==> src/source/l1_cache_pkg.sv <==
/*
 * Shared definitions for the L1 cache: geometry, address fields and the
 * request record that is held through the lookup cycle.
 * Modules import it inside their bodies and use scoped names in port lists.
 */
`default_nettype none

package l1_cache_pkg;
	// Four ways of 32 sets with 64-byte lines make 8 KB
	localparam int L1_NUM_WAYS = 4;
	localparam int L1_NUM_SETS = 32;
	localparam int L1_SET_INDEX_WIDTH = 5;
	localparam int L1_TAG_WIDTH = 21;
	localparam int L1_OFFSET_WIDTH = 6;
	localparam int L1_LINE_BITS = 512;

	// The core runs four hardware strands
	localparam int NUM_STRANDS = 4;

	typedef logic [L1_SET_INDEX_WIDTH-1:0] l1_set_t;
	typedef logic [L1_TAG_WIDTH-1:0] l1_tag_t;
	typedef logic [$clog2(L1_NUM_WAYS)-1:0] l1_way_t;
	typedef logic [$clog2(NUM_STRANDS)-1:0] strand_t;
	typedef logic [NUM_STRANDS-1:0] strand_mask_t;
	typedef logic [L1_LINE_BITS-1:0] line_t;

	// Core access as seen during the lookup cycle, one edge after it was made
	typedef struct packed {
		logic access;
		l1_set_t set;
		l1_tag_t tag;
		strand_t strand;
	} l1_lookup_t;

	// Bits 10..6 pick the set
	function automatic l1_set_t addr_set(input logic [31:0] address);
		return address[L1_OFFSET_WIDTH +: L1_SET_INDEX_WIDTH];
	endfunction

	// Bits 31..11 form the tag
	function automatic l1_tag_t addr_tag(input logic [31:0] address);
		return address[31 -: L1_TAG_WIDTH];
	endfunction
endpackage

`default_nettype wire

==> src/source/l1_cache_tag.sv <==
/*
 * Tag and valid storage for the four ways of the L1.
 * An access reads all ways at once; one cycle later the hit flag and the
 * binary hit way come out. A fill writes the tag and marks the way valid.
 */
`timescale 1ns/1ps
`default_nettype none

module l1_cache_tag
	(input logic clk,
	input logic reset,
	input logic access_i,
	input logic [31:0] address_i,
	input logic update_i,
	input l1_cache_pkg::l1_way_t update_way_i,
	input l1_cache_pkg::l1_set_t update_set_i,
	input l1_cache_pkg::l1_tag_t update_tag_i,
	output l1_cache_pkg::l1_way_t hit_way_o,
	output logic cache_hit_o);

	import l1_cache_pkg::*;

	// Tag arrays, one per way
	l1_tag_t tag_mem [L1_NUM_WAYS][L1_NUM_SETS];

	// One valid bit per way and set, all clear after reset
	logic [L1_NUM_WAYS-1:0][L1_NUM_SETS-1:0] line_valid;

	// Values captured at the access edge and compared in the lookup cycle
	l1_tag_t lookup_tag_q [L1_NUM_WAYS];
	logic [L1_NUM_WAYS-1:0] lookup_valid_q;
	l1_tag_t request_tag_q;
	logic access_q;
	logic [L1_NUM_WAYS-1:0] way_match;

	// Tag storage and the registered read of every way
	always_ff @(posedge clk)
	begin
		if (update_i)
			tag_mem[update_way_i][update_set_i] <= update_tag_i;

		if (access_i)
		begin
			for (int w = 0; w < L1_NUM_WAYS; w++)
				lookup_tag_q[w] <= tag_mem[w][addr_set(address_i)];
			request_tag_q <= addr_tag(address_i);
		end
	end

	always_ff @(posedge clk, posedge reset)
	begin
		if (reset)
		begin
			line_valid <= '0;
			lookup_valid_q <= '0;
			access_q <= 1'b0;
		end
		else
		begin
			// A fill makes the line usable from the next access on
			if (update_i)
				line_valid[update_way_i][update_set_i] <= 1'b1;

			if (access_i)
			begin
				for (int w = 0; w < L1_NUM_WAYS; w++)
					lookup_valid_q[w] <= line_valid[w][addr_set(address_i)];
			end

			access_q <= access_i;
		end
	end

	// At most one way matches, since the collision check keeps a line out
	// of two ways, so an OR of the way numbers gives the binary hit way
	always_comb
	begin
		hit_way_o = '0;
		for (int w = 0; w < L1_NUM_WAYS; w++)
		begin
			way_match[w] = lookup_valid_q[w] && lookup_tag_q[w] == request_tag_q;
			if (way_match[w])
				hit_way_o = hit_way_o | l1_way_t'(w);
		end
	end

	assign cache_hit_o = access_q && |way_match;
endmodule

`default_nettype wire

==> config.mk <==
export PLATFORM = sky130hd
export DESIGN_NAME = l1_cache_tag
export DESIGN_NICKNAME = d
export VERILOG_FILES = /design/src/source/l1_cache_pkg.sv /design/src/source/l1_cache_tag.sv
export SDC_FILE = /design/constraint.sdc
export NUM_CORES = 2
export LEC_CHECK = 0
export ABC_AREA = 1
export ABC_CLOCK_PERIOD_IN_PS = 6140
export BUFFER_PORTS_ARGS = -buffer_cell sky130_fd_sc_hd__buf_2
export CAP_MARGIN = 30
export CORE_MARGIN = 2
export CORE_UTILIZATION = 30
export DETAILED_ROUTE_END_ITERATION = 10
export HOLD_SLACK_MARGIN = 0.12
export PLACE_DENSITY = 0.41
export SYNTH_ARGS = -nofsm -noshare
export SYNTH_HDL_FRONTEND = slang
export SYNTH_SLANG_ARGS = --single-unit
==> constraint.sdc <==
create_clock -name clk -period 6.14 [get_ports clk]
set_clock_uncertainty 0.05 [all_clocks]
set_input_delay 0 -clock clk [delete_from_list [all_inputs] [get_ports clk]]
set_output_delay 0 -clock clk [all_outputs]
set_load 0.1 [all_outputs]
==> summary.txt <==
Setup path
  – Critical path arrival: 3.96 ns
  – Reg-to-reg endpoint: lookup_valid_q[2]$_DFFE_PP0P_
  – CP peak stage delay: 0.63 ns
  – Reg-to-Reg Start: line_valid[70]$_DFFE_PP0P_
  – Critical path required time: 6.09 ns
  – Critical Path Start Type: register
  – Crit path cell chain: inv_1 -> nand2_1 -> nand2_1 -> nor2_1 -> nand2_1 -> nor2_1 -> nand3_1 -> nand2_1 -> nor2_1 -> nor2_1 -> buf_2
  – R2R setup slack: 4.09 ns
  – Bufs and invs on worst path: 2
  – Critical path type: register to output port
  – Reg2reg path depth: 9
  – CP top delay family: simple AND/OR/NAND/NOR gates
  – Slowest-stage cell, CP: edfxtp_1
  – CP endpoint kind: output port
  – CP max FO: 5

Cells and area
  – Layout area overhead: 16.11%
  – Non-Filler Instances: 14,937
  – Core Util, Final: 34.98%
  – Area of the multi-input gates: 0.02588 mm²
  – Final Instance Area: 0.1349 mm²
  – Seq. cell area: 0.08720 mm²
  – Fraction of layout cells with a size suffix above 1: 10.65%
  – Fillers: 37,822
  – Final #Nets: 9,529

Routing
  – # DRC: 0
  – Routed wire length: 397.0 mm
  – Topmost layer with routed signal wires: met4
  – Vias: 75,418
  – Initial DRC Count: 7,023
  – Vias per inst: 5.049
  – Routed wl met3: 20.96 mm
  – Drt pass-1 iters: 6
  – Routed wl met2: 185.7 mm
  – Met1 wire length: 180.8 mm
  – Antenna-violating nets left: 0
  – Wirelength per Cell: 26.58 µm

Synthesis
  – Post-synth ARST share: 4.545%
  – Yosys top cell area share: 72.17%
  – Commonest cells post-synth: edfxtp_1, nand2_1, nor2_1
  – Avg Cell Area, Syn: 12.46 µm²
  – Syn Nets: 9,394
  – Most frequent cell after synthesis: edfxtp_1
  – Synth area leaders: edfxtp_1, o21ai_0, nand2_1, nor2_1, nand3_1
  – Ys Warns: 0
  – Post-Syn Instances: 9,330
  – FF+latch count, synth: 2,926
  – Count of cell types in the netlist: 23
  – Mapped Area: 0.1162 mm²
  – EDFF count, synth: 2,793
  – Sequential area share after synthesis: 75.03%
  – Synth Flop Type: edfxtp_1
  – Yosys top cell by area: edfxtp_1

Min path
  – Hold EP: tag_mem[3][98]$_DFFE_PP_
  – Hold WC Path Type: input port to register
  – Hold Path Stages: 2
  – Worst hold path startpoint: update_tag_i[14]

Floorplan
  – Full die area: 0.3924 mm²
  – Initial cell density of the core: 30.13%
  – Die H: 626.4 µm
  – Rows: 228
  – Area of the core: 0.3857 mm²
  – IO Count: 67
  – Die width: 626.4 µm

GRT
  – GRT overflow: 0
  – Antenna violations before repair: 30
  – First-pass GRT wire length: 555.9 mm
  – All-Layer GR Usage: 19.71%
  – Vias in the first global route: 72,181
  – Largest net degree at the start of global routing: 195

Power and ir drop
  – Clock share of power: 43.8%
  – Power per cell area: 331.5 mW/mm²
  – Sw Ratio: 23.48%
  – Pint: 0.03423 W
  – VDD IR-drop max: 0.0002028 V
  – Switch Pwr: 0.01050 W
  – Reg power frac: 49.8%
  – Logic pwr share: 6.4%
  – Leak: 45.78 nW

Clock network
  – CTS Buf Count: 336
  – H-tree Lvls: 5
  – Root buf cell: clkbuf_16
  – Clock Sinks: 2,926
  – Hold-fix buffers, CTS: 113
  – Clock latency at the later pin of the worst-skew pair: 0.95 ns
  – Clk slew on worst S/H paths: 0.06 ns
  – # Post-CTS Setup Buffers: 0
  – Post-CTS sizing: 0
  – Clock buffer depth: 4
  – CTS tree: built

Timing
  – Fin Hold WS: 0.1254 ns
  – Final hold violations: 0
  – Pin slew with the least headroom to its limit: 1.124 ns
  – Final Critical Period: 4.012 ns
  – Tcrit/Tclk final: 65.34%
  – Post-route setup TNS: 0 ns
  – Max Fclk: 249.3 MHz
  – RSZ-0062 raised after global routing: false
  – Slew Limit Fails: 0
  – Max-slew headroom: 25.08%
  – Final count of negative-setup-slack endpoints: 0

Placed design
  – GPL Wtd Cong: 0.8458
  – DP Cell Count: 14,184
  – DP Area: 0.1229 mm²
  – # port buffers: 60
  – Final HPWL DP: 208.3 mm

Status
  – Status: completed

Flow run
  – Max-cap violations: 0
## worst reg2reg max path, stage by stage (launching register included)
cell and delay (ns):
dfrtp_1 0.38, nand2_1 0.07, nand3_1 0.08, nand3_1 0.14
nand3_1 0.27, nand3_1 0.19, nand2_1 0.06, dlygate4sd3_1 0.57
nand2_1 0.06, nand2_1 0.06
## stage by stage
step,setup WS (ns),total power (W)
6_report,2.128,0.04473
5_1_grt,2.106,0.04625
4_1_cts,2.209,0.04524
3_5_place_dp,2.800,0.02551
3_3_place_gp,2.779,0.02547
2_1_floorplan,2.536,0.02410
## cell families after synthesis
group / count (synthesis) / synth area share [%]
compound gates: 1869 / 8.693
xor+xnor: 1 / 0.007538
buf+inv: 779 / 3.008
flops: 2926 / 75.03
simple gates: 3755 / 13.26
## power groups by stage
stage	combinational [W]	sequential (W)	clock, W
global route	0.00314	0.0223	0.0208
detailed placement	0.00281	0.0227	0
floorplan	0.00148	0.0226	0
finish	0.00287	0.0223	0.0196
CTS	0.00291	0.0223	0.0200
global placement	0.00278	0.0227	0
## worst max-delay path by stage
| stage | end | start | slack, ns | cells after the start |
|---|---|---|---|---|
| final | cache_hit_o | request_tag_q[12]$_DFFE_PP_ | 2.13 | 11 |
| after global routing | cache_hit_o | request_tag_q[14]$_DFFE_PP_ | 2.11 | 11 |
| after CTS | cache_hit_o | request_tag_q[14]$_DFFE_PP_ | 2.21 | 11 |
| after detailed placement | lookup_tag_q[3][13]$_DFFE_PP_ | address_i[6] | 2.80 | 9 |
| after global placement | lookup_tag_q[3][13]$_DFFE_PP_ | address_i[6] | 2.78 | 9 |
| after floorplan | access_q$_DFF_PP0_ | reset | 2.54 | 1 |
## layout make-up
cell class	count	share of cell area (%)
flip-flops and latches	2926	64.63
clock inverters	191	1.242
multi-input cells	5625	19.18
repair buffers	413	2.985
diodes	22	0.04080
well taps	5175	4.799
inverters	163	0.4831
clock buffers	422	6.646
## metal layers
layer	track usage, %	vias to the layer above
met5	0	-
met3	2.625	492
li1	-	34000
met1	27.91	38816
met4	5.048	0
met2	31.84	2110
## sequential cells by signal, summed over array words and instances, names as in the netlist
signal and flops:
lookup_valid_q 4, tag_mem 2688, request_tag_q 21, lookup_tag_q 84, access_q 1, line_valid 128
## placed cells by master (no fill, tap or decap), types with 22 or more instances in the layout
| cell | synthesis | layout |
|---|---|---|
| edfxtp_1 | 2793 | 2793 |
| nand2_1 | 1529 | 1525 |
| nor2_1 | 1306 | 1178 |
| o21ai_0 | 1159 | 1159 |
| nand3_1 | 780 | 780 |
| o22ai_1 | 534 | 534 |
| clkbuf_16 | 0 | 341 |
| buf_4 | 24 | 200 |
| inv_1 | 160 | 157 |
| dfrtp_1 | 133 | 133 |
| or2_2 | 128 | 128 |
| nor2_2 | 0 | 122 |
| a21oi_1 | 120 | 120 |
| dlygate4sd3_1 | 0 | 106 |
| clkinv_1 | 0 | 81 |
| clkbuf_1 | 313 | 68 |
| clkinv_2 | 0 | 55 |
| buf_12 | 2 | 42 |
| buf_2 | 164 | 33 |
| o31ai_1 | 28 | 28 |
| o21ai_1 | 24 | 24 |
| bufinv_16 | 0 | 24 |
| diode_2 | 0 | 22 |
| buf_6 | 31 | 22 |
Power figures use the tool's default switching activity.
