**src/source/l1_cache_pkg.sv**
```systemverilog
/*
 * Shared definitions for the L1 cache: geometry, address fields and the
 * request record that is held through the lookup cycle.
 * Modules import it inside their bodies and use scoped names in port lists.
 */
`default_nettype none

package l1_cache_pkg;
	// Four ways of 32 sets with 64-byte lines make 8 KB
	localparam int L1_NUM_WAYS = 4;
	localparam int L1_NUM_SETS = 32;
	localparam int L1_SET_INDEX_WIDTH = 5;
	localparam int L1_TAG_WIDTH = 21;
	localparam int L1_OFFSET_WIDTH = 6;
	localparam int L1_LINE_BITS = 512;

	// The core runs four hardware strands
	localparam int NUM_STRANDS = 4;

	typedef logic [L1_SET_INDEX_WIDTH-1:0] l1_set_t;
	typedef logic [L1_TAG_WIDTH-1:0] l1_tag_t;
	typedef logic [$clog2(L1_NUM_WAYS)-1:0] l1_way_t;
	typedef logic [$clog2(NUM_STRANDS)-1:0] strand_t;
	typedef logic [NUM_STRANDS-1:0] strand_mask_t;
	typedef logic [L1_LINE_BITS-1:0] line_t;

	// Core access as seen during the lookup cycle, one edge after it was made
	typedef struct packed {
		logic access;
		l1_set_t set;
		l1_tag_t tag;
		strand_t strand;
	} l1_lookup_t;

	// Bits 10..6 pick the set
	function automatic l1_set_t addr_set(input logic [31:0] address);
		return address[L1_OFFSET_WIDTH +: L1_SET_INDEX_WIDTH];
	endfunction

	// Bits 31..11 form the tag
	function automatic l1_tag_t addr_tag(input logic [31:0] address);
		return address[31 -: L1_TAG_WIDTH];
	endfunction
endpackage

`default_nettype wire

```
**src/source/l2_bus_pkg.sv**
```systemverilog
/*
 * Request and response formats of the bus between the L1 and the shared L2.
 * The line address drops the byte offset, so it is address bits 31..6.
 */
`default_nettype none

package l2_bus_pkg;
	typedef logic [31-l1_cache_pkg::L1_OFFSET_WIDTH:0] line_addr_t;

	// Only plain loads are issued by this cache
	typedef enum logic [2:0] {
		L2_OP_LOAD = 3'd0,
		L2_OP_STORE = 3'd1,
		L2_OP_LOAD_SYNC = 3'd2
	} l2_op_e;

	typedef struct packed {
		logic [1:0] unit;
		l1_cache_pkg::strand_t strand;
		l2_op_e op;
		l1_cache_pkg::l1_way_t way;
		line_addr_t address;
		l1_cache_pkg::line_t data;
		logic [63:0] mask;
	} l2_req_t;

	// A response names its requester by unit and strand, and echoes the way
	typedef struct packed {
		logic [1:0] unit;
		l1_cache_pkg::strand_t strand;
		l1_cache_pkg::l1_way_t way;
		l1_cache_pkg::line_t data;
	} l2_rsp_t;
endpackage

`default_nettype wire

```
**src/source/load_miss_queue.sv**
```systemverilog
/*
 * Load miss queue with one entry per strand.
 * A miss on a line that is already pending joins that entry. Entries are
 * sent to L2 one at a time in round-robin order, and a response frees the
 * entry it names and reports every strand that was waiting on the line.
 */
`timescale 1ns/1ps
`default_nettype none

module load_miss_queue
	#(parameter int UNIT_ID = 0)
	(input logic clk,
	input logic reset,
	input logic request_i,
	input l1_cache_pkg::l1_set_t set_i,
	input l1_cache_pkg::l1_tag_t tag_i,
	input l1_cache_pkg::l1_way_t victim_way_i,
	input l1_cache_pkg::strand_t strand_i,
	output logic l2req_valid_o,
	input logic l2req_ready_i,
	output l2_bus_pkg::l2_req_t l2req_o,
	input logic l2rsp_valid_i,
	input l2_bus_pkg::l2_rsp_t l2rsp_i,
	output l1_cache_pkg::strand_mask_t load_complete_strands_o,
	output l1_cache_pkg::l1_set_t load_complete_set_o,
	output l1_cache_pkg::l1_tag_t load_complete_tag_o,
	output l1_cache_pkg::l1_way_t load_complete_way_o);

	import l1_cache_pkg::*;
	import l2_bus_pkg::*;

	// Line and destination way of one pending miss
	typedef struct packed {
		l1_set_t set;
		l1_tag_t tag;
		l1_way_t way;
	} miss_line_t;

	logic [NUM_STRANDS-1:0] entry_valid;
	logic [NUM_STRANDS-1:0] entry_issued;
	strand_mask_t entry_waiting [NUM_STRANDS];
	miss_line_t entry_line [NUM_STRANDS];
	logic merge_hit;
	strand_t merge_idx;
	logic issue_found;
	strand_t issue_scan;
	strand_t issue_idx;
	strand_t rr_ptr;
	logic hold_q;
	strand_t hold_idx_q;
	logic issue_xfer;
	logic rsp_hit;
	strand_t rsp_strand;
	strand_mask_t request_bit;

	assign request_bit = strand_mask_t'(1) << strand_i;

	// Look for a pending entry on the same line
	always_comb
	begin
		merge_hit = 1'b0;
		merge_idx = '0;
		for (int i = 0; i < NUM_STRANDS; i++)
		begin
			if (entry_valid[i] && entry_line[i].set == set_i && entry_line[i].tag == tag_i)
			begin
				merge_hit = 1'b1;
				merge_idx = strand_t'(i);
			end
		end
	end

	// Scan from the round-robin pointer; the last hit found is the nearest one
	always_comb
	begin
		issue_found = 1'b0;
		issue_scan = rr_ptr;
		for (int k = NUM_STRANDS - 1; k >= 0; k--)
		begin
			if (entry_valid[strand_t'(rr_ptr + k)] && !entry_issued[strand_t'(rr_ptr + k)])
			begin
				issue_found = 1'b1;
				issue_scan = strand_t'(rr_ptr + k);
			end
		end
	end

	// A stalled request keeps its entry so the bus sees a stable struct
	assign issue_idx = hold_q ? hold_idx_q : issue_scan;
	assign l2req_valid_o = hold_q || issue_found;
	assign issue_xfer = l2req_valid_o && l2req_ready_i;

	always_comb
	begin
		l2req_o.unit = 2'(UNIT_ID);
		l2req_o.strand = issue_idx;
		l2req_o.op = L2_OP_LOAD;
		l2req_o.way = entry_line[issue_idx].way;
		l2req_o.address = line_addr_t'({entry_line[issue_idx].tag, entry_line[issue_idx].set});
		l2req_o.data = '0;
		l2req_o.mask = '0;
	end

	// The response strand names the entry that sent the request
	assign rsp_strand = l2rsp_i.strand;
	assign rsp_hit = l2rsp_valid_i && l2rsp_i.unit == 2'(UNIT_ID) && entry_valid[rsp_strand];

	assign load_complete_strands_o = rsp_hit ? entry_waiting[rsp_strand] : '0;
	assign load_complete_set_o = entry_line[rsp_strand].set;
	assign load_complete_tag_o = entry_line[rsp_strand].tag;
	assign load_complete_way_o = entry_line[rsp_strand].way;

	always_ff @(posedge clk, posedge reset)
	begin
		if (reset)
		begin
			entry_valid <= '0;
			entry_issued <= '0;
			rr_ptr <= '0;
			hold_q <= 1'b0;
			hold_idx_q <= '0;
			for (int i = 0; i < NUM_STRANDS; i++)
				entry_waiting[i] <= '0;
		end
		else
		begin
			if (rsp_hit)
			begin
				entry_valid[rsp_strand] <= 1'b0;
				entry_issued[rsp_strand] <= 1'b0;
			end

			if (issue_xfer)
			begin
				entry_issued[issue_idx] <= 1'b1;
				rr_ptr <= strand_t'(issue_idx + 1'b1);
			end

			// Join a pending line, or take this strand's own slot
			if (request_i)
			begin
				if (merge_hit)
					entry_waiting[merge_idx] <= entry_waiting[merge_idx] | request_bit;
				else
				begin
					entry_valid[strand_i] <= 1'b1;
					entry_issued[strand_i] <= 1'b0;
					entry_waiting[strand_i] <= request_bit;
				end
			end

			hold_q <= l2req_valid_o && !l2req_ready_i;
			hold_idx_q <= issue_idx;
		end
	end

	always_ff @(posedge clk)
	begin
		if (request_i && !merge_hit)
			entry_line[strand_i] <= '{set: set_i, tag: tag_i, way: victim_way_i};
	end
endmodule

`default_nettype wire

```
**config.mk**
```make
export PLATFORM = sky130hd
export DESIGN_NAME = load_miss_queue
export DESIGN_NICKNAME = d
export VERILOG_FILES = /design/src/source/l1_cache_pkg.sv /design/src/source/l2_bus_pkg.sv /design/src/source/load_miss_queue.sv
export SDC_FILE = /design/constraint.sdc
export NUM_CORES = 1
export LEC_CHECK = 0
export ABC_AREA = 1
export BUFFER_PORTS_ARGS = -buffer_cell sky130_fd_sc_hd__buf_2
export CAP_MARGIN = 20
export CORE_AREA = 4 4 467 469
export CTS_BUF_LIST = sky130_fd_sc_hd__clkbuf_2
export CTS_CLUSTER_SIZE = 30
export DETAILED_ROUTE_END_ITERATION = 8
export DIE_AREA = 0 0 471 473
export MAX_ROUTING_LAYER = met4
export PLACE_DENSITY_LB_ADDON = 0.08
export SLEW_MARGIN = 5
export SYNTH_ARGS = -nofsm -noshare
export SYNTH_HDL_FRONTEND = slang
export SYNTH_SLANG_ARGS = --single-unit
```
**constraint.sdc**
```tcl
create_clock -name clk -period 4.4 [get_ports clk]
set_input_delay 0.44 -clock clk [delete_from_list [all_inputs] [get_ports clk]]
set_output_delay 0.44 -clock clk [all_outputs]
set_load 0.005 [all_outputs]
```
==> results of run 1 <==
## path summary, 6_finish.rpt
check	start	cells after the start	end	slack, ns
worst max-delay path	rr_ptr[0]	18	l2req_o[594]	0.32
min in group asynchronous	reset	5	entry_waiting[7]	0.49
worst max register to register	entry_line[2][14]	11	entry_issued[0]	0.97
worst min register to register	entry_waiting[14]	2	entry_waiting[14]	0.56
worst min-delay path	tag_i[13]	2	entry_line[1][15]	0.25
max in group asynchronous	reset	5	entry_waiting[15]	3.45
## metal layers
layer,vias up,GRT usage
li1,5096,-
met3,49,0.01126
met1,5132,0.07486
met4,0,0.01808
met5,-,-
met2,534,0.1107
## stage by stage
step	setup TNS [ns]	hold slack [ns]
2_1_floorplan	0	0.4718
3_5_place_dp	0	0.5151
5_1_grt	-0.7738	0.01432
3_3_place_gp	0	0.5280
6_report	0	0.2513
4_1_cts	0	0.0006387
## area by class of cell
cell class / instances / area, sq um
multi-input cells: 1484 / 6482
clock buffers: 17 / 85.08
flip-flops and latches: 141 / 4090
repair buffers: 199 / 1544
clock inverters: 15 / 195.2
fillers: 25260 / 197300
well taps: 2838 / 3551
diodes: 15 / 37.54
inverters: 192 / 737.0
## synthesized netlist by cell type, types with 2 or more instances
master,n
xor2_1,5
nand2_2,2
nand3_1,117
clkbuf_2,4
or2_2,2
nor2_1,100
nor3_1,10
a22oi_1,27
nand4_1,26
o21ai_0,19
o22ai_1,6
nand3b_1,3
a221o_1,3
o21ai_1,7
nor4_1,2
dfrtp_1,29
buf_2,8
inv_1,187
a31oi_1,5
nand2_4,3
nor2_8,2
edfxtp_1,112
xnor2_1,26
clkbuf_1,12
a21oi_1,15
o221ai_1,23
and2_1,3
nand2_1,485
buf_4,585
inv_2,4
nor2_2,4
buf_6,6
## flip-flops by register name, summed over array words and instances (netlist names)
| name | count |
|---|---|
| rr_ptr | 2 |
| entry_issued | 4 |
| entry_valid | 4 |
| hold_idx_q | 2 |
| entry_line | 112 |
| entry_waiting | 16 |
| hold_q | 1 |
## critical path, stage by stage, from the launching register on
cell     delay, ns
dfrtp_2       0.48
buf_12        0.14
inv_2         0.10
nor2_1        0.05
nand2_1       0.08
nand2_1       0.08
nand2_1       0.07
nand2_2       0.08
a31oi_1       0.15
nand2_1       0.08
nand2_1       0.11
nand2_4       0.12
inv_12        0.12
nor2_8        0.04
buf_12        0.15
buf_12        0.15
nand2_1       0.06
nand3_1       0.21
buf_2         0.21
## power breakdown
group / total (mW) / leakage, nW / internal [mW] / switching, mW
Clock: 1.01 / 0.154 / 0.373 / 0.637
Combinational: 3.86 / 5.75 / 1.24 / 2.62
Sequential: 1.63 / 1.38 / 1.54 / 0.0916
Total: 6.51 / 7.29 / 3.15 / 3.35
## cell families after synthesis
family	count (synthesis)	synth area share
simple gates	763	0.2353
compound gates	108	0.05379
buf+inv	808	0.3890
flops	141	0.3005
xor+xnor	32	0.02115
other cells	1	0.0002756
## repair_timing
item	CTS	global route
setup buffers	13	1
pin swaps	3	0
setup endpoints to repair	28	21
resized for setup	23	4
hold buffers	60	0
hold endpoints to repair	250	0
==> metrics.cfg, run 1 <==
[status]
run_status = finished, final reports clean

[sta]
finClkSkew_ns = 0.06449
final_max_slew_viol_count = 0
clock.fmax_mhz = 245.0
tightest_slew_ns = 1.033
rsz0062_at_grt = yes
layout_setup_ws_ns = 0.3187
setup_viol = 0
relSlewSlack = 0.3039
hold_violations = 0
period_share = 0.9276
fin_crit_ns = 4.081

[yosys]
synth_seq_cells = 141
yosysWarningCount = 0
yosysTopAreaCell = buf_4
synth_edf_count = 112
async_flop_share = 0.2057
avgSynthCellArea_sq_um = 7.344
ys_top_cells_by_area = buf_4 (32%), edfxtp_1 (25%), nand2_1 (13%)
yosys.cell_types.count = 43
synth_cells = 1853
dominantRegCellSynth = edfxtp_1
syn_area_sq_um = 13610
synth_top_area_frac = 0.3227
synth-seq-area-share = 0.3005

[job]
drv_cap = 0

[routing]
drtIter0Drc = 574
top_layer_used = met4
met3_length_um = 3568
vias = 10810
postRouteAntennaNets = 0
wl_per_cell_um = 14.65
drt-total-wl_um = 71800
vias_per_cell = 2.206
firstDrtPassIters = 7
wl_met2_um = 36040
drt-met1-wl_um = 30740
drt_drc_violations_left = 0

[clock_tree]
clock_latency_ns = 1.13
cts_tree = done
cts.sinks = 141
cts-root-buf = clkbuf_2
numCtsBuffers = 17
clk_pin_slew_ns = 0.27
htree_levels = 4
cts_buffer_depth = 2

[cells_and_area]
mostFrequentLayoutCells = conb_1 (581), nand2_1 (484), inv_1 (183)
area_growth_pct = 22.89
fin_area_sq_um = 16720
drive_gt1_frac = 0.1030
fin_util = 0.07815
fin_cells = 4901
final_common_cell = conb_1
fin_nets = 2588

[worst_setup_path]
crit_type = reg2out
start_kind = register
crit_fanout = 11
cp_data_arrival_time_ns = 3.64
required_ns = 3.96
crit_path_end_kind = primary output

[placement]
gp_congestion = 0.7501
portBuffers = 101
hpwl_um = 59660
post-place-cells = 4780
dp_slack_ns = 0.8658
dpl_cell_area_sq_um = 15530

[min_path]
hold_class = in2reg

[floorplan]
coreArea_sq_um = 214000
die-height_um = 473
rows = 170
die_area_sq_um = 222800
io-pin-count = 1197
die_x_um = 471
initial_core_util = 0.06359

[power_and_ir_drop]
finalPower_mw = 6.505
p_leak_nw = 7.287
vdd_drop_max_uv = 230.2
power_density_nw_per_um2 = 389.0

[global_routing]
grt_pass1_vias = 10300
grt_use_total = 0.06359
antenna_found_initial = 23
grt_pass1_wl_um = 93160
grt.overflow.total = 0
grt_start_max_net_pins = 30

(Power assumes the default switching activity.)
==> inputs of run 2 (changes only) <==
Settings changed: ABC_AREA 1 to default, CORE_AREA 4 4 467 469 to 4 4 469 471, DIE_AREA 0 0 471 473 to 0 0 473 475.
==> run 2 against run 1 <==
Effect of this change: sequential share of layout area up 2.8 points; synthesized area is 9.4% lower; global-route usage decreased by 2.2 points; first-iteration DRC count fell by 44%; sequential power about the same; largest cell class unchanged; largest power group unchanged.
==> metrics.cfg, run 2 <==
[placement]
dpl_cell_area_sq_um = 14330
portBuffers = 101
gp_congestion = 0.6872
hpwl_um = 37360
dp_slack_ns = 0.4808

[sta]
finClkSkew_ns = 0.06878
layout_setup_ws_ns = 0.3791
tightest_slew_ns = 0.9224
holdWs_ns = 0.2321
rsz0062_at_grt = yes
relSlewSlack = 0.3764
final_max_slew_viol_count = 0
clock.fmax_mhz = 248.7
setup_viol = 0
fin_crit_ns = 4.021
hold_violations = 0
period_share = 0.9138

[cells_and_area]
area_growth_pct = 21.64
multiInputGateArea_sq_um = 5897
reg_top3 = entry_line (112), entry_waiting (16)
fin_area_sq_um = 15000
fin_nets = 1888
fill_cells = 25260
final_common_cell = conb_1
fin_util = 0.06940
drive_gt1_frac = 0.1610
regMostFlops = entry_line
largest_reg_flops = 112
regArea_sq_um = 4091
mostFrequentLayoutCells = conb_1 (581), edfxtp_1 (112), buf_2 (101)

[yosys]
synth_edf_count = 112
synth_cells = 1200
yosysTopAreaCell = buf_4
synth_seq_cells = 141
async_flop_share = 0.2057
dominantRegCellSynth = edfxtp_1
synth_top_area_frac = 0.3550
ys_top_cells_by_area = buf_4 (35%), edfxtp_1 (27%), xnor2_1 (6.5%)
yosys.cell_types.count = 58
avgSynthCellArea_sq_um = 10.27
syn_area_sq_um = 12330
yosysMostFrequentCell = buf_4
synth_common_cells = buf_4 (583), edfxtp_1 (112), xnor2_1 (91), a21oi_1 (38), mux2i_1 (36)
yosysWarningCount = 0
synth-seq-area-share = 0.3316

[floorplan]
coreArea_sq_um = 216100
rows = 171
io-pin-count = 1197
initial_core_util = 0.05706
die_area_sq_um = 224700
die-height_um = 475
die_x_um = 473

[min_path]
hold_class = in2reg
min_to = hold_q
hp-start = l2req_ready_i
min_path_cells = 3

[routing]
firstDrtPassIters = 4
met3_length_um = 3916
drt_drc_violations_left = 0
postRouteAntennaNets = 0
wl_met2_um = 23430
drt-total-wl_um = 48510
vias_per_cell = 1.768
wl_per_cell_um = 11.51
drt-met1-wl_um = 19950
drtIter0Drc = 319
top_layer_used = met4
vias = 7452

[worst_setup_path]
start_kind = register
cpMostUsedCell = buf_6
crit_path_end_kind = primary output
r2r_cells = 9
required_ns = 3.96
cp_slowest_cell = dfrtp_1
reg2reg_setup_slack_ns = 0.62
crit_chain = nand2b_1 -> nor2_1 -> nor4_1 -> o31a_1 -> buf_6 -> inv_2 -> buf_6 -> and2_1 -> a211oi_1 -> a21oi_1 -> buf_2
r2r-start = entry_line[3][24]
max_stage_delay_ns = 0.51
crit_fanout = 26
crit_type = reg2out
cp_data_arrival_time_ns = 3.58
cp-startpoint = entry_valid[2]
r2r_end = entry_waiting[1]

[clock_tree]
clock_latency_ns = 0.97
cts_tree = done
clk_pin_slew_ns = 0.28
htree_levels = 4
cts_buffer_depth = 2
numCtsBuffers = 17
cts.sinks = 141
cts-root-buf = clkbuf_2

[global_routing]
antenna_found_initial = 19
grt_pass1_vias = 6752
grt.overflow.total = 0
grt_use_total = 0.04173
grt_start_max_net_pins = 62
grt_pass1_wl_um = 61800

[power_and_ir_drop]
vdd_drop_max_uv = 328.4
power_density_nw_per_um2 = 315.9
finalPower_mw = 4.738
p_leak_nw = 5.303

[job]
drv_cap = 0

[status]
run_status = finished, final reports clean

-- run 2: cell types whose count changed after synthesis, sizes merged, moves of 22 or more --
cell / previous run / this run
nand2: 490 / 13
inv: 192 / 5
nand3: 118 / 7
nor2: 106 / 24
xnor2: 26 / 92
mux2i: 0 / 36
mux4: 0 / 33
a211oi: 0 / 28
and2: 3 / 30
a21oi: 15 / 39
a22oi: 27 / 4
o221ai: 23 / 0
o21ai: 26 / 4
-- run 2: how the worst max path moves through the flow --
| stage | to | slack (ns) | depth (start not counted) |
|---|---|---|---|
| finish | l2req_o[576] | 0.38 | 11 |
| global route | l2req_o[577] | -0.0002 | 11 |
| CTS | l2req_o[576] | -0.00001 | 11 |
| detailed placement | entry_line[2][6] | 0.48 | 8 |
| global placement | entry_line[2][18] | 0.40 | 8 |
| floorplan | entry_line[0][0] | 0.33 | 7 |
-- run 2: kinds of logic after synthesis --
logic type,share of synthesized area
muxes,0.08951
AOI/OAI and AO/OA,0.05663
buffers and inverters,0.3726
xor gates and xnor gates,0.07591
other,0.0003042
and+or+nand+nor,0.07337
DFF,0.3316
-- run 2: critical path, delay by kind of cell, from the launching register on --
kind	cells	cell delay, ns
buffers and inverters	4	0.63
AO/OA/AOI/OAI	3	0.62
flip-flops	1	0.51
AND/OR/NAND/NOR	4	0.82
-- run 2: routing by layer --
layer | vias to the layer above | GRT usage
met3 | 39 | 0.01213
met1 | 3651 | 0.04955
met4 | 0 | 0.01291
met2 | 530 | 0.06804
li1 | 3232 | -
met5 | - | -
-- run 2: power breakdown --
group / internal (mW) / switching [mW]
Clock: 0.199 / 0.615
Combinational: 0.790 / 1.51
Sequential: 1.54 / 0.0843
Total: 2.53 / 2.21
-- run 2: timing repair --
action	CTS	global route
gates resized for setup	11	6
hold buffers	36	0
hold endpoints to repair	171	0
setup endpoints to repair	18	9
pin swaps	0	1
buffers inserted	1	0
-- run 2: area by class of cell --
class | count | area share
antenna | 14 | 0.002336
multi-input combinational | 1010 | 0.3932
timing repair buffer | 160 | 0.07834
tap | 2854 | 0.2381
clock buffer | 17 | 0.005673
inverter | 5 | 0.001251
clock inverter | 15 | 0.008260
sequential | 141 | 0.2728
-- run 2: through the flow --
step	cells	TNS, ns
floorplan	1780	0
global placement	4133	0
detailed placement	4133	0
CTS	4202	-0.00001421
global route	4215	-0.0002167
finish	4216	0
