## src/source/l1_cache_pkg.sv

```systemverilog
/*
 * Shared definitions for the L1 cache: geometry, address fields and the
 * request record that is held through the lookup cycle.
 * Modules import it inside their bodies and use scoped names in port lists.
 */
`default_nettype none

package l1_cache_pkg;
	// Four ways of 32 sets with 64-byte lines make 8 KB
	localparam int L1_NUM_WAYS = 4;
	localparam int L1_NUM_SETS = 32;
	localparam int L1_SET_INDEX_WIDTH = 5;
	localparam int L1_TAG_WIDTH = 21;
	localparam int L1_OFFSET_WIDTH = 6;
	localparam int L1_LINE_BITS = 512;

	// The core runs four hardware strands
	localparam int NUM_STRANDS = 4;

	typedef logic [L1_SET_INDEX_WIDTH-1:0] l1_set_t;
	typedef logic [L1_TAG_WIDTH-1:0] l1_tag_t;
	typedef logic [$clog2(L1_NUM_WAYS)-1:0] l1_way_t;
	typedef logic [$clog2(NUM_STRANDS)-1:0] strand_t;
	typedef logic [NUM_STRANDS-1:0] strand_mask_t;
	typedef logic [L1_LINE_BITS-1:0] line_t;

	// Core access as seen during the lookup cycle, one edge after it was made
	typedef struct packed {
		logic access;
		l1_set_t set;
		l1_tag_t tag;
		strand_t strand;
	} l1_lookup_t;

	// Bits 10..6 pick the set
	function automatic l1_set_t addr_set(input logic [31:0] address);
		return address[L1_OFFSET_WIDTH +: L1_SET_INDEX_WIDTH];
	endfunction

	// Bits 31..11 form the tag
	function automatic l1_tag_t addr_tag(input logic [31:0] address);
		return address[31 -: L1_TAG_WIDTH];
	endfunction
endpackage

`default_nettype wire

```

## src/source/cache_lru.sv

```systemverilog
/*
 * Tree pseudo-LRU for a four-way cache, three bits per set.
 * The set of an access is captured, and in the following cycle the victim
 * way of that set is given out and the MRU update is taken for it.
 */
`timescale 1ns/1ps
`default_nettype none

module cache_lru
	#(parameter int NUM_SETS = 32,
	parameter int SET_INDEX_WIDTH = 5)
	(input logic clk,
	input logic reset,
	input logic access_i,
	input logic [SET_INDEX_WIDTH-1:0] set_i,
	input logic update_mru_i,
	input l1_cache_pkg::l1_way_t new_mru_way_i,
	output l1_cache_pkg::l1_way_t lru_way_o);

	import l1_cache_pkg::*;

	// Bit 0 is the root, bit 1 covers ways 0 and 1, bit 2 covers ways 2 and 3.
	// Each bit names the half that was used most recently
	logic [2:0] tree_bits [NUM_SETS];
	logic [SET_INDEX_WIDTH-1:0] set_q;
	logic [2:0] set_bits;
	l1_way_t victim;

	assign set_bits = tree_bits[set_q];

	// The victim walk takes the half opposite to each bit
	always_comb
	begin
		victim[1] = !set_bits[0];
		if (victim[1])
			victim[0] = !set_bits[2];
		else
			victim[0] = !set_bits[1];
	end

	assign lru_way_o = victim;

	always_ff @(posedge clk, posedge reset)
	begin
		if (reset)
		begin
			set_q <= '0;
			for (int s = 0; s < NUM_SETS; s++)
				tree_bits[s] <= 3'b000;
		end
		else
		begin
			if (access_i)
				set_q <= set_i;

			// Steer the walk away from the new MRU way, in the set looked up
			if (update_mru_i)
			begin
				tree_bits[set_q][0] <= new_mru_way_i[1];
				if (new_mru_way_i[1])
					tree_bits[set_q][2] <= new_mru_way_i[0];
				else
					tree_bits[set_q][1] <= new_mru_way_i[0];
			end
		end
	end
endmodule

`default_nettype wire

```

## config.mk

```make
export PLATFORM = sky130hd
export DESIGN_NAME = cache_lru
export DESIGN_NICKNAME = d
export VERILOG_FILES = /design/src/source/l1_cache_pkg.sv /design/src/source/cache_lru.sv
export SDC_FILE = /design/constraint.sdc
export NUM_CORES = 1
export LEC_CHECK = 0
export BUFFER_PORTS_ARGS = -buffer_cell sky130_fd_sc_hd__buf_2
export CAP_MARGIN = 20
export CORE_MARGIN = 3
export CORE_UTILIZATION = 62
export CTS_CLUSTER_DIAMETER = 60
export DETAILED_ROUTE_END_ITERATION = 6
export HOLD_SLACK_MARGIN = 0.02
export PLACE_DENSITY = 0.79
export SKIP_CTS_REPAIR_TIMING = 1
export SLEW_MARGIN = 20
export SYNTH_ARGS = -nofsm -noshare
export SYNTH_HDL_FRONTEND = slang
export SYNTH_SLANG_ARGS = --single-unit
```

## constraint.sdc

```tcl
create_clock -name clk -period 4.15 [get_ports clk]
set_input_delay 0.6225 -clock clk [delete_from_list [all_inputs] [get_ports clk]]
set_output_delay 0.6225 -clock clk [all_outputs]
set_load 0.005 [all_outputs]
```

==> metrics.txt, run 1 <==
Crit path depth 7; pre-CTS setup slack 1340 ps; Worst Hold Class in2async; VDD IR-drop max 295.2 uV; Rows 32; Worst Setup SP set_q[4]; cell family with most CP delay simple AND/OR/NAND/NOR gates; leading register cell type out of synthesis dfrtp_1; antenna-violating nets left 0; largest net degree at the start of global routing 78; Max Slew Vio Count 0; reg2reg path depth 4; Fill cells 601; vias in the first global route about 3700; synth unique cells 35; Ys Warns 0; setup_tns 0 ps; Worst Slack Setup Final 865.4 ps; antenna violations before repair 0; Async SR Flop Fraction 100.0%; Placed Area 0.005215 mm2; met2 wire len 5804 um; Synth Cell Area 0.005160 mm2; Static Leakage 0.002413 uW; syn nets 486; Clock Root Buffer clkbuf_8; RD Place Congestion 0.9230; WL per Instance approximately 21 um; routed metal-1 wirelength 5240 um; Top Metal Used met4; clock-pin slew on the worst setup and hold paths 100 ps; die height around 97 um; status finished, final reports clean; most common cell in the netlist dfrtp_1; area leader, netlist dfrtp_1; skew final between 10 and 15 ps; r2r setup slk 1600 ps; final setup vio count 0; Die Area 0.009453 mm2; Final Critical Period 3285 ps; unrepaired setup endpoints after global routing false; Met3 Wirelength 833 um; power density cells 467.6 mW/mm2; HPWL Detailed 8011 um; clock buffer count from CTS 9; multi-input logic area around 0.0024 mm2; Worst-Skew Late Latency 370 ps; Ports 13; Core Footprint 0.007888 mm2; Fmax 304.4 MHz; crit path max fanout 20; Mapped Avg Cell Area 10.86 um2; Worst Path Buf+Inv 2; Final Instance Area roughly 0.0054 mm2; first-pass GRT wire length 20020 um; RR Endpoint tree_bits[64]; max_cap viols 0; Via-to-Cell Ratio 6.657; share of cells above drive strength 1 23.18%; CP max-delay cell dfrtp_1; Critical Path End lru_way_o[0]; top cells by area, synth dfrtp_1 49%, mux2_2 15%, mux2i_1 9.5%; Crit Path Class reg2out; Final Net Count 473; Die X between 90 and 100 um; post-synthesis sequential area ratio 48.98%; detailed-router iteration count before antenna repair 5; final core utilization 68.34%; CP Cell Sequence buf_4 -> nor4b_1 -> a22oi_1 -> nand4_1 -> or2_1 -> mux2i_1 -> buf_2; Mapped Cells 475; Synth top area share 48.98%; ant diodes 0; worst stage delay on the critical path 590 ps; Setup crit start kind flip-flop; register bit total from synthesis just over 100; Initial DRC Count 401; Max clock buf depth 2; commonest cells in the netlist 101 x dfrtp_1, 68 x mux2_2, 49 x mux2i_1, 49 x o21ai_0, 33 x nor2_1; fin crit share roughly 79%; Relative slew margins approximately 33%; worst slew pin tran 1004 ps; PortBufs 12; Initial Utilization 65.42%; Data required, critical path 3530 ps; GRT overflow 0; reg2reg start set_q[1]; Total Wirelength 12090 um; Worst setup EP type output pin; Post-synth EDFFs 0; data arrival time of the critical path 2660 ps; Reg area 0.002529 mm2; Via Count 3781; DRC 0; Area Growth Syn to Fin 4.462%; final hold vios 0; CTS sink count 101; H-Tree Depth 3; CTS tree done; GRT Util Overall 26.97%
[through the flow]
step	hold slack [ps]	instances	total power, uW
floorplan	470.6	475	1783
detailed placement	491.9	553	1962
global placement	487.2	553	1931
CTS	478.1	568	2521
global route	470.5	568	2663
finish	454.1	568	2520
[worst min-delay path by stage]
stage | from | end | slack, ps | cells after the start
after floorplan | tree_bits[21] | tree_bits[21] | 470 | 2
after detailed placement | tree_bits[12] | tree_bits[12] | 490 | 2
after global placement | tree_bits[83] | tree_bits[83] | 490 | 1
final | reset | tree_bits[13] | 450 | 2
after CTS | reset | tree_bits[19] | 480 | 2
after global routing | set_i[0] | set_q[0] | 470 | 2
[cells in the final DEF (no fill, tap or decap), types with 2 or more instances in the layout]
master,instances
nor3_1,20
nand2_1,32
o21ai_0,49
nand2b_1,3
nor4bb_1,6
nor4b_1,4
or2_2,2
nand3_1,10
nor2b_1,3
o31ai_1,3
buf_4,4
mux2i_1,49
clkbuf_8,10
or3_1,2
a22oi_1,24
nand4_1,8
nor2_1,33
and4b_1,4
buf_2,12
mux2_2,68
clkinv_4,2
dfrtp_1,100
[where the power goes]
part	switching (uW)	internal, uW
Clock	331	236
Combinational	307	269
Sequential	153	1220
[worst reg2reg max path: stages (launching register included)]
cell	delay (ps)
dfrtp_2	860
nor2b_1	350
nand2_1	490
nor3_1	380
mux2_2	360
[routing by layer]
metal / global-route usage (%) / up-vias
li1: - / 1688
met1: 37.57 / 1903
met2: 42.20 / 168
met3: 6.748 / 22
met4: 7.987 / 0
met5: 0 / -
[cells by family (layout without fill, tap and decap cells)]
| kind of cell | Yosys count | in the layout | share of synthesized area [%] |
|---|---|---|---|
| AO/OA/AOI/OAI | 76 | 76 | 8.681 |
| buffers and inverters | 44 | 35 | 3.831 |
| flip-flops | 101 | 101 | 48.98 |
| multiplexers | 118 | 118 | 24.64 |
| AND/OR/NAND/NOR | 136 | 136 | 13.87 |
[layout make-up]
cell class / count / share of cell area [%]
clock inverters: 4 / 0.6267
multi-input cells: 330 / 45.17
clock buffers: 11 / 2.623
inverters: 3 / 0.2553
flip-flops and latches: 101 / 46.91
repair buffers: 17 / 2.043
well taps: 102 / 2.368
[flip-flops by register name, summed over array words and instances, names as in the netlist]
register / flops
set_q: 5
tree_bits: 96
No activity file was read; power rests on OpenSTA's default activity.
==> run 2: changes to the inputs <==
==> constraint.sdc (replaced) <==
create_clock -name clk -period 3.3 [get_ports clk]
set_input_delay 0.495 -clock clk [delete_from_list [all_inputs] [get_ports clk]]
set_output_delay 0.495 -clock clk [all_outputs]
set_load 0.005 [all_outputs]
==> run 2 against run 1 <==
Power rose by 30%. Via count fell by 0.42%. Clock-buffer cell count fell by 2. Clock skew fell by 4.2 ps. Utilization rose by 0.49 points. Largest power group unchanged. Sequential share of layout area fell by 0.22 points. Highest routed layer unchanged. Wire length rose by 1.8%. Critical path depth fell by 1. Non-clock buffer count fell by 2. Flip-flop and latch count did not move.
==> metrics.txt, run 2 (same netlist as run 1, synthesis figures left out) <==
status finished, final reports clean; Die Area 0.009453 mm2 (unchanged); share of cells above drive strength 1 24.09% (+0.91 points); antenna-violating nets left 0 (unchanged); Total Wirelength 12300 um (+1.8%); antenna violations before repair 0 (unchanged); CP Cell Sequence nor4bb_1 -> a22oi_1 -> nand4_1 -> or2_1 -> mux2i_1 -> buf_2; CTS sink count 101 (unchanged); Die X 97.23 um (unchanged); CP max-delay cell dfrtp_1; Worst setup EP type output pin; Area Growth Syn to Fin 5.213%; Rows 32 (unchanged); r2r setup slk 860 ps (-740 ps); unrepaired setup endpoints after global routing false; max reg flops 96 (unchanged); CTS tree done; worst stage delay on the critical path 820 ps (+230 ps); max_cap viols 0 (unchanged); GRT overflow 0 (unchanged); Final Net Count 471 (-0.42%); Crit path depth 6 (-1); Relative slew margins 34.14% (+1.0 points); data arrival time of the critical path 2630 ps (-30 ps); reg2reg start set_q[1]; Largest regs tree_bits: 96 flops, set_q: 5 flops; most common cell after layout, fill and taps aside dfrtp_1; Worst-Skew Late Latency 370 ps (about the same); clock-pin slew on the worst setup and hold paths 100 ps (about the same); Worst Setup SP set_q[3]; Final Critical Period 3121 ps; Worst Path Buf+Inv 1 (-1); Max clock buf depth 2 (unchanged); VDD IR-drop max 295.7 uV (+0.17%); reg2reg path depth 4 (unchanged); vias in the first global route 3771 (+1.8%); Fmax 320.4 MHz; Worst Hold Class in2async; final setup vio count 0 (unchanged); multi-input logic area 0.002441 mm2 (+0.26%); H-Tree Depth 3 (unchanged); fin crit share a little over nine tenths; Setup crit start kind flip-flop; Reg with most FFs tree_bits; Max Slew Vio Count 0 (unchanged); DRC 0 (unchanged); Core Footprint 0.007888 mm2 (unchanged); RR Endpoint tree_bits[88]; first-pass GRT wire length 20490 um (+2.3%); power density cells 604.0 mW/mm2 (+29%); Static Leakage 0.002423 uW (+0.40%); Crit Path Class reg2out; Clock Root Buffer clkbuf_8; Pwr Total 3279 uW (+30%); RD Place Congestion 0.8966 (-2.9%); largest net degree at the start of global routing 65 (-17%); PortBufs 12 (unchanged); Via Count 3765 (-0.42%); Initial DRC Count 361 (-10%); Data required, critical path 2800 ps (-730 ps); worst slew pin tran 987.8 ps (-15.72 ps); Reg area 0.002535 mm2 (+0.25%); final hold vios 0 (unchanged); Ports 13 (unchanged); crit path max fanout 27 (+35%); skew final 9.640 ps (-4.218 ps); Fill cells 570 (-5.2%); cell family with most CP delay simple AND/OR/NAND/NOR gates; HPWL Detailed 8122 um (+1.4%); ant diodes 0 (unchanged); clock buffer count from CTS 9 (unchanged); WL per Instance 21.70 um (+1.9%); commonest non-fill, non-tap cells in the layout 97 x dfrtp_1, 68 x mux2_2, 49 x o21ai_0, 49 x mux2i_1, 33 x nor2_1; setup_tns 0 ps (unchanged); die height 97.23 um (unchanged); Via-to-Cell Ratio 6.640 (-0.25%); Critical Path End lru_way_o[0]; Initial Utilization 65.42% (unchanged); GRT Util Overall 27.40% (+0.43 points); detailed-router iteration count before antenna repair 5 (unchanged)
[run 2: changes by cell type in the layout (fill, tap and decap cells not counted)]
cell	previous run	this run
buf_4	4	1
dfrtp_1	100	97
dfrtp_2	1	3
buf_12	1	2
bufinv_16	0	1
clkbuf_1	1	0
clkbuf_8	10	9
clkinv_2	0	1
clkinv_4	2	1
dfrtp_4	0	1
inv_6	1	2
inv_8	0	1
nor4b_1	4	3
nor4b_2	0	1
[run 2: where the power goes]
group,switching [uW],internal [uW],total [uW]
Combinational,356,336,692
Sequential,227,1540,1770
Clock,457,361,819
[run 2: layer usage]
| layer | track usage, % | vias up | part of all wire (%) | wire (um) |
|---|---|---|---|---|
| met5 | 0 | - | 0 | 0 |
| met4 | 12.57 | 0 | 3.2 | 398 |
| met3 | 5.599 | 33 | 7.4 | 906 |
| met2 | 41.83 | 162 | 47 | 5773 |
| met1 | 37.86 | 1878 | 42 | 5223 |
| li1 | - | 1692 | - | - |
[run 2: stage by stage]
step / cells / hold WS [ps] / cell area (um2) / worst slack (ps) / util (%)
finish: 567 / 190.7 / 5429 / 178.8 / 68.83
global route: 567 / 249.4 / 5429 / 18.56 / 68.83
floorplan: 475 / 470.6 / 5160 / 157.9 / -
CTS: 567 / 213.8 / 5416 / 91.34 / 68.67
global placement: 551 / 486.0 / 5213 / 470.1 / 66.09
detailed placement: 551 / 491.3 / 5213 / 516.1 / 66.09
[run 2: worst min-delay path by stage]
stage / end / slack (ps) / depth (start not counted)
6_report: tree_bits[1] / 190 / 2
5_1_grt: tree_bits[1] / 250 / 2
4_1_cts: tree_bits[1] / 210 / 2
3_5_place_dp: tree_bits[47] / 490 / 1
3_3_place_gp: tree_bits[70] / 490 / 1
2_1_floorplan: tree_bits[21] / 470 / 2
[run 2: final cells by class]
| type | count | share of cell area [%] |
|---|---|---|
| Tap cell | 102 | 2.351 |
| Timing Repair Buffer | 15 | 1.982 |
| Multi-Input combinational cell | 330 | 44.96 |
| Sequential cell | 101 | 46.69 |
| Inverter | 3 | 0.2535 |
| Clock buffer | 9 | 2.282 |
| Clock inverter | 7 | 1.475 |
==> run 3: changes to the inputs <==
==> constraint.sdc (replaced) <==
create_clock -name clk -period 3.3 [get_ports clk]
set_input_delay 0.33 -clock clk [delete_from_list [all_inputs] [get_ports clk]]
set_output_delay 0.33 -clock clk [all_outputs]
set_load 0.005 [all_outputs]
==> run 3 against run 2 <==
Largest power group unchanged. Utilization is 0.38 points higher. Clock power is 7.1% higher. Wire length is 0.76% lower. Setup slack better by 140 ps. Register-to-register slack worse by 80 ps. First-iteration DRC count is 15% lower. Largest cell class unchanged. Clock-buffer cell count is 2 higher. Hold slack worse by 140 ps. Sequential share of layout area is 0.37 points lower.
==> metrics.txt, run 3 (same netlist as run 1, synthesis figures left out) <==
status finished, final reports clean; max reg flops 96 (unchanged); die height 97.23 um (unchanged); CTS sink count 101 (unchanged); clock-pin slew on the worst setup and hold paths 100 ps (about the same); first-pass GRT wire length 20060 um (-2.1%); VDD IR-drop max 359.8 uV (+22%); power density cells 610.7 mW/mm2 (+1.1%); Worst Path Buf+Inv 1 (unchanged); skew final 10.20 ps (+0.5603 ps); met1 GRT Util 35.54% (-2.3 points); detailed-router iteration count before antenna repair 5 (unchanged); Initial DRC Count 307 (-15%); Fill cells 613 (+7.5%); Crit Path Class reg2out; HPWL Detailed 7996 um (-1.6%); H-Tree Depth 3 (unchanged); Setup crit start kind flip-flop; final core utilization 69.21% (+0.38 points); DRC 0 (unchanged); unrepaired setup endpoints after global routing false; setup_tns 0 ps (unchanged); Relative slew margins 33.82% (-0.33 points); clock buffer count from CTS 9 (unchanged); Clock Root Buffer clkbuf_8; Placed Area 0.005235 mm2 (+0.43%); Static Leakage 0.002450 uW (+1.1%); global routing's busiest layer met2; antenna-violating nets left 0 (unchanged); Max Slew Vio Count 0 (unchanged); Worst-Skew Late Latency 380 ps (about the same); Max clock buf depth 2 (unchanged); Reg with most FFs tree_bits; Via Count 3783 (+0.48%); Die X 97.23 um (unchanged); fin cells 570 (+0.53%); CTS tree done; ant diodes 0 (unchanged); Area Growth Syn to Fin 5.795%; vias in the first global route 3754 (-0.45%); cell family with most CP delay flip-flops; max_cap viols 0 (unchanged); placed insts 554 (+0.54%); commonest non-fill, non-tap cells in the layout 100 x dfrtp_1, 68 x mux2_2, 49 x o21ai_0, 49 x mux2i_1, 33 x nor2_1; fin crit share 90.30% (-4.3 points); CP Cell Sequence nor4bb_1 -> a22oi_1 -> nand4_1 -> or2_1 -> mux2i_1 -> buf_2; RD Place Congestion 0.8725 (-2.7%); met3 global-route usage 6.246% (+0.65 points); Initial Utilization 65.42% (unchanged); Via-to-Cell Ratio 6.637 (about the same); worst slew pin tran 992.7 ps (+4.878 ps); Total Wirelength 12210 um (-0.76%); final hold vios 0 (unchanged); Rows 32 (unchanged); crit path max fanout 32 (+19%); Core Footprint 0.007888 mm2 (unchanged); GRT Util Overall 26.80% (-0.60 points); Fmax 335.6 MHz (+4.7%); worst stage delay on the critical path 900 ps (+80 ps); Die Area 0.009453 mm2 (unchanged); final setup vio count 0 (unchanged); Data required, critical path 2970 ps (+170 ps); Largest regs tree_bits: 96 flops, set_q: 5 flops; CP max-delay cell dfrtp_1; Worst Hold Class in2async; largest net degree at the start of global routing 102 (+57%); share of cells above drive strength 1 23.50% (-0.58 points); GRT overflow 0 (unchanged); met2 usage 43.79% (+2.0 points); Final Critical Period 2980 ps (-141.1 ps); data arrival time of the critical path 2650 ps (+20 ps); most common cell after layout, fill and taps aside dfrtp_1; WL per Instance 21.42 um (-1.3%); Worst setup EP type output pin; Final Net Count 474 (+0.64%); antenna violations before repair 0 (unchanged); PortBufs 12 (unchanged); Final Instance Area 0.005459 mm2 (+0.55%); Ports 13 (unchanged)
-- run 3: power by group --
part           internal, uW  switching (uW)
clock network           451             426
registers              1540             198
logic                   340             380
total                  2330            1000
-- run 3: metal layers --
metal | wire length, um | up-vias
li1 | - | 1698
met1 | 5191 | 1922
met2 | 5936 | 134
met3 | 820 | 29
met4 | 260 | 0
met5 | 0 | -
-- run 3: through the flow --
step                total power (uW)  hold WS, ps  setup WS [ps]
CTS                             3337        98.09          375.5
floorplan                       2242        470.6          322.9
finish                          3334        52.93          319.9
global placement                2430        487.8          817.3
global route                    3502        108.5          67.66
detailed placement              2469        495.1          800.2
-- run 3: worst register-to-register path, delay by kind of cell, from the launching register on --
kind	cells	cell delay [ps]
multiplexers	1	350
flip-flops	1	780
AND/OR/NAND/NOR	4	1270
-- run 3: final timing paths --
kind | slack (ps) | from | end | cells after the start
min in group clk | 190 | set_i[1] | set_q[1] | 2
max in group asynchronous | 2830 | reset | tree_bits[80] | 3
min | 50 | reset | tree_bits[1] | 3
max reg2reg | 780 | set_q[0] | tree_bits[26] | 5
max | 320 | set_q[2] | lru_way_o[0] | 6
min reg2reg | 510 | tree_bits[10] | tree_bits[10] | 1
-- run 3: final cells by class --
type | count | area (um2) | area share, %
timing repair buffer | 18 | 130.1 | 2.384
clock buffer | 11 | 141.4 | 2.590
sequential | 101 | 2529 | 46.32
clock inverter | 5 | 82.58 | 1.513
multi-input combinational | 330 | 2435 | 44.60
inverter | 3 | 13.76 | 0.2521
tap | 102 | 127.6 | 2.338
